## src/vlane_isa_pkg.sv

```systemverilog
// Operation and element-width encodings for one vector lane.
// Only the non-widening, low-half subset of the vector ISA is encoded.
// Encodings are local to this lane and do not follow any external opcode map.
`default_nettype none

package vlane_isa_pkg;

    typedef enum logic [4:0] {
        VADD   = 5'd0,   // vs2 + vs1
        VSUB   = 5'd1,   // vs2 - vs1
        VRSUB  = 5'd2,   // vs1 - vs2
        VSADDU = 5'd3,   // Unsigned saturating add
        VSADD  = 5'd4,   // Signed saturating add
        VSSUBU = 5'd5,
        VSSUB  = 5'd6,
        VMIN   = 5'd7,
        VMINU  = 5'd8,
        VMAX   = 5'd9,
        VMAXU  = 5'd10,
        VSLL   = 5'd11,  // Shift amount from low bits of vs1
        VSRL   = 5'd12,
        VSRA   = 5'd13,
        VAND   = 5'd14,
        VOR    = 5'd15,
        VXOR   = 5'd16,
        VMUL   = 5'd17,  // Low half of product
        VMACC  = 5'd18,  // vs1 * vs2 + vd_old
        VMADD  = 5'd19,  // vs1 * vd_old + vs2
        VID    = 5'd20   // Element index, uses lane position
    } vop_t;

    typedef enum logic [1:0] {
        SEW_8  = 2'd0,
        SEW_16 = 2'd1,
        SEW_32 = 2'd2,
        SEW_64 = 2'd3
    } sew_t;

endpackage

`default_nettype wire

```

## src/vlane_data_pkg.sv

```systemverilog
// Datapath widths and word types for one vector lane.
// The lane is fixed at 64 bits; the mask carries one bit per element
// at the smallest SEW, so wider SEWs use only the low mask bits.
`default_nettype none

package vlane_data_pkg;

    // Lane width in bits
    parameter int LANE_W = 64;

    // Elements per lane at SEW_8
    parameter int MAX_ELEMS = 8;

    // One packed lane word
    typedef logic [LANE_W-1:0] lane_word_t;

    // Bit i governs element i of the current SEW
    typedef logic [MAX_ELEMS-1:0] elem_mask_t;

endpackage

`default_nettype wire

```

## src/vlane_stage_if.sv

```systemverilog
// Pipeline register bundle between two lane stages.
// Plain strobe with no ready signal. Fields are meaningful only while valid is high.
// prod holds the staged multiplicand on s1 and the product on s2.
`timescale 1ns/1ps
`default_nettype none

interface vlane_stage_if
    import vlane_isa_pkg::*;
    import vlane_data_pkg::*;
();

    logic       valid;
    vop_t       op;
    sew_t       sew;
    lane_word_t vs1;
    lane_word_t vs2;     // Also the VMADD addend
    lane_word_t vd_old;  // Old destination, for masking and VMACC
    logic       mask_en;
    elem_mask_t mask;
    lane_word_t prod;

    modport src (
        output valid, op, sew, vs1, vs2, vd_old, mask_en, mask, prod
    );

    modport dst (
        input valid, op, sew, vs1, vs2, vd_old, mask_en, mask, prod
    );

endinterface

`default_nettype wire

```

## src/vlane_operand_stage.sv

```systemverilog
// Stage 1 of the lane pipeline.
// Registers the incoming instruction and stages the second multiplier
// operand in the prod slot, so stage 2 always computes vs1 * prod.
// Accepts one instruction per cycle; there is no back-pressure.
`timescale 1ns/1ps
`default_nettype none

module vlane_operand_stage
    import vlane_isa_pkg::*;
    import vlane_data_pkg::*;
(
    input  logic       clk_i,
    input  logic       reset_i,
    input  logic       valid_i,
    input  vop_t       op_i,
    input  sew_t       sew_i,
    input  lane_word_t vs1_i,
    input  lane_word_t vs2_i,
    input  lane_word_t vd_old_i,
    input  logic       mask_en_i,
    input  elem_mask_t mask_i,
    vlane_stage_if.src out
);

    lane_word_t mul_b;

    // VMADD multiplies by vd_old and keeps vs2 as addend
    always_comb begin
        if (op_i == VMADD) begin
            mul_b = vd_old_i;
        end else begin
            mul_b = vs2_i;
        end
    end

    always_ff @(posedge clk_i) begin
        if (reset_i) begin
            out.valid <= 1'b0;
        end else begin
            out.valid <= valid_i;
        end
    end

    // Instruction payload
    always_ff @(posedge clk_i) begin
        out.op      <= op_i;
        out.sew     <= sew_i;
        out.vs1     <= vs1_i;
        out.vs2     <= vs2_i;
        out.vd_old  <= vd_old_i;
        out.mask_en <= mask_en_i;
        out.mask    <= mask_i;
        out.prod    <= mul_b;  // Staged multiplicand
    end

endmodule

`default_nettype wire

```

## src/flat_wrapper.sv

```systemverilog
// flat-port wrapper written by rule: the top's interface ports become plain ports
module vlane_operand_stage_flat import vlane_isa_pkg::*; import vlane_data_pkg::*;
  (clk_i, reset_i, valid_i, op_i, sew_i, vs1_i, vs2_i, vd_old_i, mask_en_i, mask_i, out_valid, out_op, out_sew, out_vs1, out_vs2, out_vd_old, out_mask_en, out_mask, out_prod);
  vlane_stage_if out_i ();
  input  logic clk_i;
  input  logic reset_i;
  input  logic valid_i;
  input  vop_t op_i;
  input  sew_t sew_i;
  input  lane_word_t vs1_i;
  input  lane_word_t vs2_i;
  input  lane_word_t vd_old_i;
  input  logic mask_en_i;
  input  elem_mask_t mask_i;
  output wire logic [$bits(out_i.valid)-1:0] out_valid;
  output wire logic [$bits(out_i.op)-1:0] out_op;
  output wire logic [$bits(out_i.sew)-1:0] out_sew;
  output wire logic [$bits(out_i.vs1)-1:0] out_vs1;
  output wire logic [$bits(out_i.vs2)-1:0] out_vs2;
  output wire logic [$bits(out_i.vd_old)-1:0] out_vd_old;
  output wire logic [$bits(out_i.mask_en)-1:0] out_mask_en;
  output wire logic [$bits(out_i.mask)-1:0] out_mask;
  output wire logic [$bits(out_i.prod)-1:0] out_prod;
  assign out_valid = out_i.valid;
  assign out_op = out_i.op;
  assign out_sew = out_i.sew;
  assign out_vs1 = out_i.vs1;
  assign out_vs2 = out_i.vs2;
  assign out_vd_old = out_i.vd_old;
  assign out_mask_en = out_i.mask_en;
  assign out_mask = out_i.mask;
  assign out_prod = out_i.prod;
  vlane_operand_stage u_core (.clk_i(clk_i), .reset_i(reset_i), .valid_i(valid_i), .op_i(op_i), .sew_i(sew_i), .vs1_i(vs1_i), .vs2_i(vs2_i), .vd_old_i(vd_old_i), .mask_en_i(mask_en_i), .mask_i(mask_i), .out(out_i));
endmodule
```

## config.mk

```make
export PLATFORM = sky130hd
export DESIGN_NAME = vlane_operand_stage_flat
export DESIGN_NICKNAME = d
export VERILOG_FILES = /design/src/vlane_isa_pkg.sv /design/src/vlane_data_pkg.sv /design/src/vlane_stage_if.sv /design/src/vlane_operand_stage.sv /design/src/flat_wrapper.sv
export SDC_FILE = /design/constraint.sdc
export NUM_CORES = 1
export LEC_CHECK = 0
export BUFFER_PORTS_ARGS = -buffer_cell sky130_fd_sc_hd__buf_4
export CORE_AREA = 8 8 183 185
export DETAILED_ROUTE_END_ITERATION = 8
export DIE_AREA = 0 0 191 193
export HOLD_SLACK_MARGIN = 0.02
export PLACE_DENSITY = 0.46
export SYNTH_ARGS = -nofsm -noshare
export SYNTH_HDL_FRONTEND = slang
export SYNTH_SLANG_ARGS = --single-unit
```

## constraint.sdc

```tcl
create_clock -name clk_i -period 2.6 [get_ports clk_i]
set_input_delay 0.39 -clock clk_i [delete_from_list [all_inputs] [get_ports clk_i]]
set_output_delay 0.39 -clock clk_i [all_outputs]
set_load 0.05 [all_outputs]
```

==> out/qor_table.md <==
| Result | Reported | Unit |
| --- | --- | --- |
| Distinct cells, synth | 7 | - |
| Sum of net half-perimeters after detailed placement | 18,400 | um |
| Die Span X | 191 | um |
| Syn_nets | 557 | - |
| Time the worst path needs with I/O delays and setup | 1880 | ps |
| Number of setup buffers added after CTS | 0 | - |
| Placement Cell Area | 10,600 | um^2 |
| Area growth, synth to finish | 111 | % |
| Top cells by area, synth | sky130_fd_sc_hd__dfxtp_1 84%, sky130_fd_sc_hd__mux2_4 14%, sky130_fd_sc_hd__buf_6 1.0% | - |
| Hold-fix buffers, CTS | 209 | - |
| Kind of start point of the critical path | primary input | - |
| Gate count after technology mapping | 346 | - |
| Synth Warn # | 0 | - |
| Hold depth | 2 | - |
| RSZ-0062 raised after global routing | false | - |
| Yosys top cell area share | 83.9 | % |
| Post-synthesis average cell area | 18.8 | um^2 |
| Data required, critical path | 3020 | ps |
| Final-report setup violation count | 0 | - |
| Internal portion of total power | 0.00781 | W |
| Antenna diode count | 0 | - |
| Endpoint arrival time on the critical path | 2300 | ps |
| Crit path max fanout | 29 | - |
| Path class of the lowest-slack min-delay path | primary input to register | - |
| DRC Markers | 0 | - |
| Net Switching | 0.00283 | W |
| Hold Path Sink | u_core.out.valid | - |
| Die span in y | 193 | um |
| Cell accounting for the most synthesized area | sky130_fd_sc_hd__dfxtp_1 | - |
| GRT Total Usage | 12.3 | % |
| Std-Cell Core Area | 30,800 | um^2 |
| Number of global-route vias before repair | 6,017 | - |
| Kind of critical path | primary input to register | - |
| Cell area after layout | 13,700 | um^2 |
| Aggregate negative setup slack | 0 | ps |
| Routability Congestion | 0.722 | - |
| Maximum level of the CTS H-tree | 1 | - |
| Sequential area share after synthesis | 83.9 | % |
| Buffer type at the clock tree root | sky130_fd_sc_hd__clkbuf_16 | - |
| CTS tree | done | - |
| Reg clk slew, reported paths | 60 | ps |
| Normalized max-slew margin | 74.6 | % |
| Routed via count divided by cell count | 3.54 | - |
| Fraction of layout cells with a size suffix above 1 | 55.4 | % |
| Synthesized flop and latch total | 273 | - |
| Number of cell rows | 65 | - |
| Reported leakage power | 6.62 | nW |
| Maximum number of pins on one net before global-route repair | 30 | - |
| Type of element capturing the critical path | register | - |
| Total wire length | 24,700 | um |
| Max Root-Sink Buffers | 3 | - |
| DR pass1 iterations | 4 | - |
| Initial core utilization | 21.1 | % |
| Post-layout total power | 0.0106 | W |
| Worst VDD drop | 582 | uV |
| Status | finished clean | - |
| Share of total power in sequential cells | 42.1 | % |
| Remaining antenna violation count | 0 | - |
| # nets final | 1,276 | - |
| Transition time of the tightest slew-check pin | 380 | ps |
| Via count | 5,265 | - |
| Number of hold violations in the final report | 0 | - |
| Pins over their slew limit | 0 | - |
| Resized Gates After CTS | 0 | - |
| Comb pwr share | 17.7 | % |
| Max-capacitance violation count | 0 | - |
| Num ports | 484 | - |
| Number of antenna violations at the first check in global routing | 1 | - |
| Period Utilization, post-route | 72.4 | % |
| Port Buffer Count | 483 | - |
| Power per standard cell area | 776 | nW/um^2 |
| Wire length per cell | 16.6 | um |
| Sinks on the clock net | 273 | - |
| Fraction of power spent switching nets | 26.6 | % |
| Peak Freq | 532 | MHz |
| Min-Delay Startpoint | valid_i | - |
| Inserted Clock Buffers | 29 | - |
| Summed instance area of the synthesized netlist | 6510 | um^2 |
| Overflow left after global routing | 0 | - |
| Die Footprint | 36,900 | um^2 |
| DR iter-0 viols | 43 | - |
| First-pass GRT wire length | 35,100 | um |
| Clk pwr share | 40.2 | % |
power groups by stage:
| stage | sequential [W] | clock (W) | combinational [W] |
|---|---|---|---|
| 4_1_cts | 0.00448 | 0.00443 | 0.00190 |
| 3_5_place_dp | 0.00457 | 0 | 0.00163 |
| 5_1_grt | 0.00451 | 0.00459 | 0.00195 |
| 6_report | 0.00448 | 0.00428 | 0.00188 |
| 2_1_floorplan | 0.00540 | 0 | 0.0000989 |
| 3_3_place_gp | 0.00457 | 0 | 0.00163 |
flip-flops by register name, summed over array words and instances, names as in the netlist:
register            cells
u_core.out.prod        64
u_core.out.vd_old      64
u_core.out.vs1         64
u_core.out.vs2         64
u_core.out.mask         8
u_core.out.op           5
u_core.out.sew          2
u_core.out.mask_en      1
u_core.out.valid        1
area by class of cell:
type	count	area, um^2
Timing Repair Buffer	694	5760
Fill cell	2734	17100
Clock buffer	34	774
Clock inverter	19	229
Sequential cell	273	5470
Multi-Input combinational cell	67	980
Tap cell	402	503
critical path, stage by stage:
cell and delay (ps):
sky130_fd_sc_hd__dlygate4sd3_1 540, sky130_fd_sc_hd__buf_4 140, sky130_fd_sc_hd__nor2_2 180, sky130_fd_sc_hd__nand4_4 350
sky130_fd_sc_hd__buf_12 320, sky130_fd_sc_hd__mux2_4 330
how the worst max path moves through the flow:
stage | start | endpoint | slack, ps | cells past startpoint
finish | op_i[3] | u_core.out.prod[9] | 720 | 6
detailed placement | op_i[3] | u_core.out.prod[9] | 720 | 5
global route | op_i[3] | u_core.out.prod[9] | 680 | 6
floorplan | op_i[3] | u_core.out.prod[10] | 1260 | 4
CTS | op_i[3] | u_core.out.prod[9] | 730 | 6
global placement | op_i[3] | u_core.out.prod[10] | 770 | 5
synth_stat cells:
cell / instances
sky130_fd_sc_hd__nor2b_1: 1
sky130_fd_sc_hd__nand4_4: 1
sky130_fd_sc_hd__mux2_2: 4
sky130_fd_sc_hd__dfxtp_1: 273
sky130_fd_sc_hd__mux2_4: 60
sky130_fd_sc_hd__buf_6: 6
sky130_fd_sc_hd__nor2_2: 1
layer usage:
layer / routed length [um] / vias up / track usage, %
met5: 13 / - / 0
li1: - / 2570 / -
met3: 2900 / 55 / 5.79
met2: 12800 / 269 / 22.4
met1: 8170 / 2369 / 12.0
met4: 770 / 2 / 4.53
metrics by stage:
step | utilization (%) | hold WS [ps] | std cells | setup WS [ps]
after global routing | 44.5 | 64.1 | 1489 | 681
final | 44.5 | 87.6 | 1489 | 719
after detailed placement | 34.4 | 496 | 1227 | 716
after CTS | 44.5 | 67.2 | 1489 | 727
after global placement | 34.4 | 494 | 1227 | 769
after floorplan | - | 418 | 346 | 1260
placed cells by master, fill, tap and decap left out, drive strengths merged:
| master | instances |
|---|---|
| buf | 485 |
| dfxtp | 273 |
| dlygate4sd3 | 209 |
| mux2 | 64 |
| clkbuf | 34 |
| clkinv | 11 |
| bufinv | 5 |
| clkinvlp | 2 |
| nor2 | 1 |
| nand4 | 1 |
| nor2b | 1 |
| inv | 1 |
cells by family after synthesis:
group / synth area share, %
flip-flops: 83.9
multiplexers: 14.5
buffers and inverters: 1.04
AND/OR/NAND/NOR: 0.519
(Power assumes the default switching activity.)
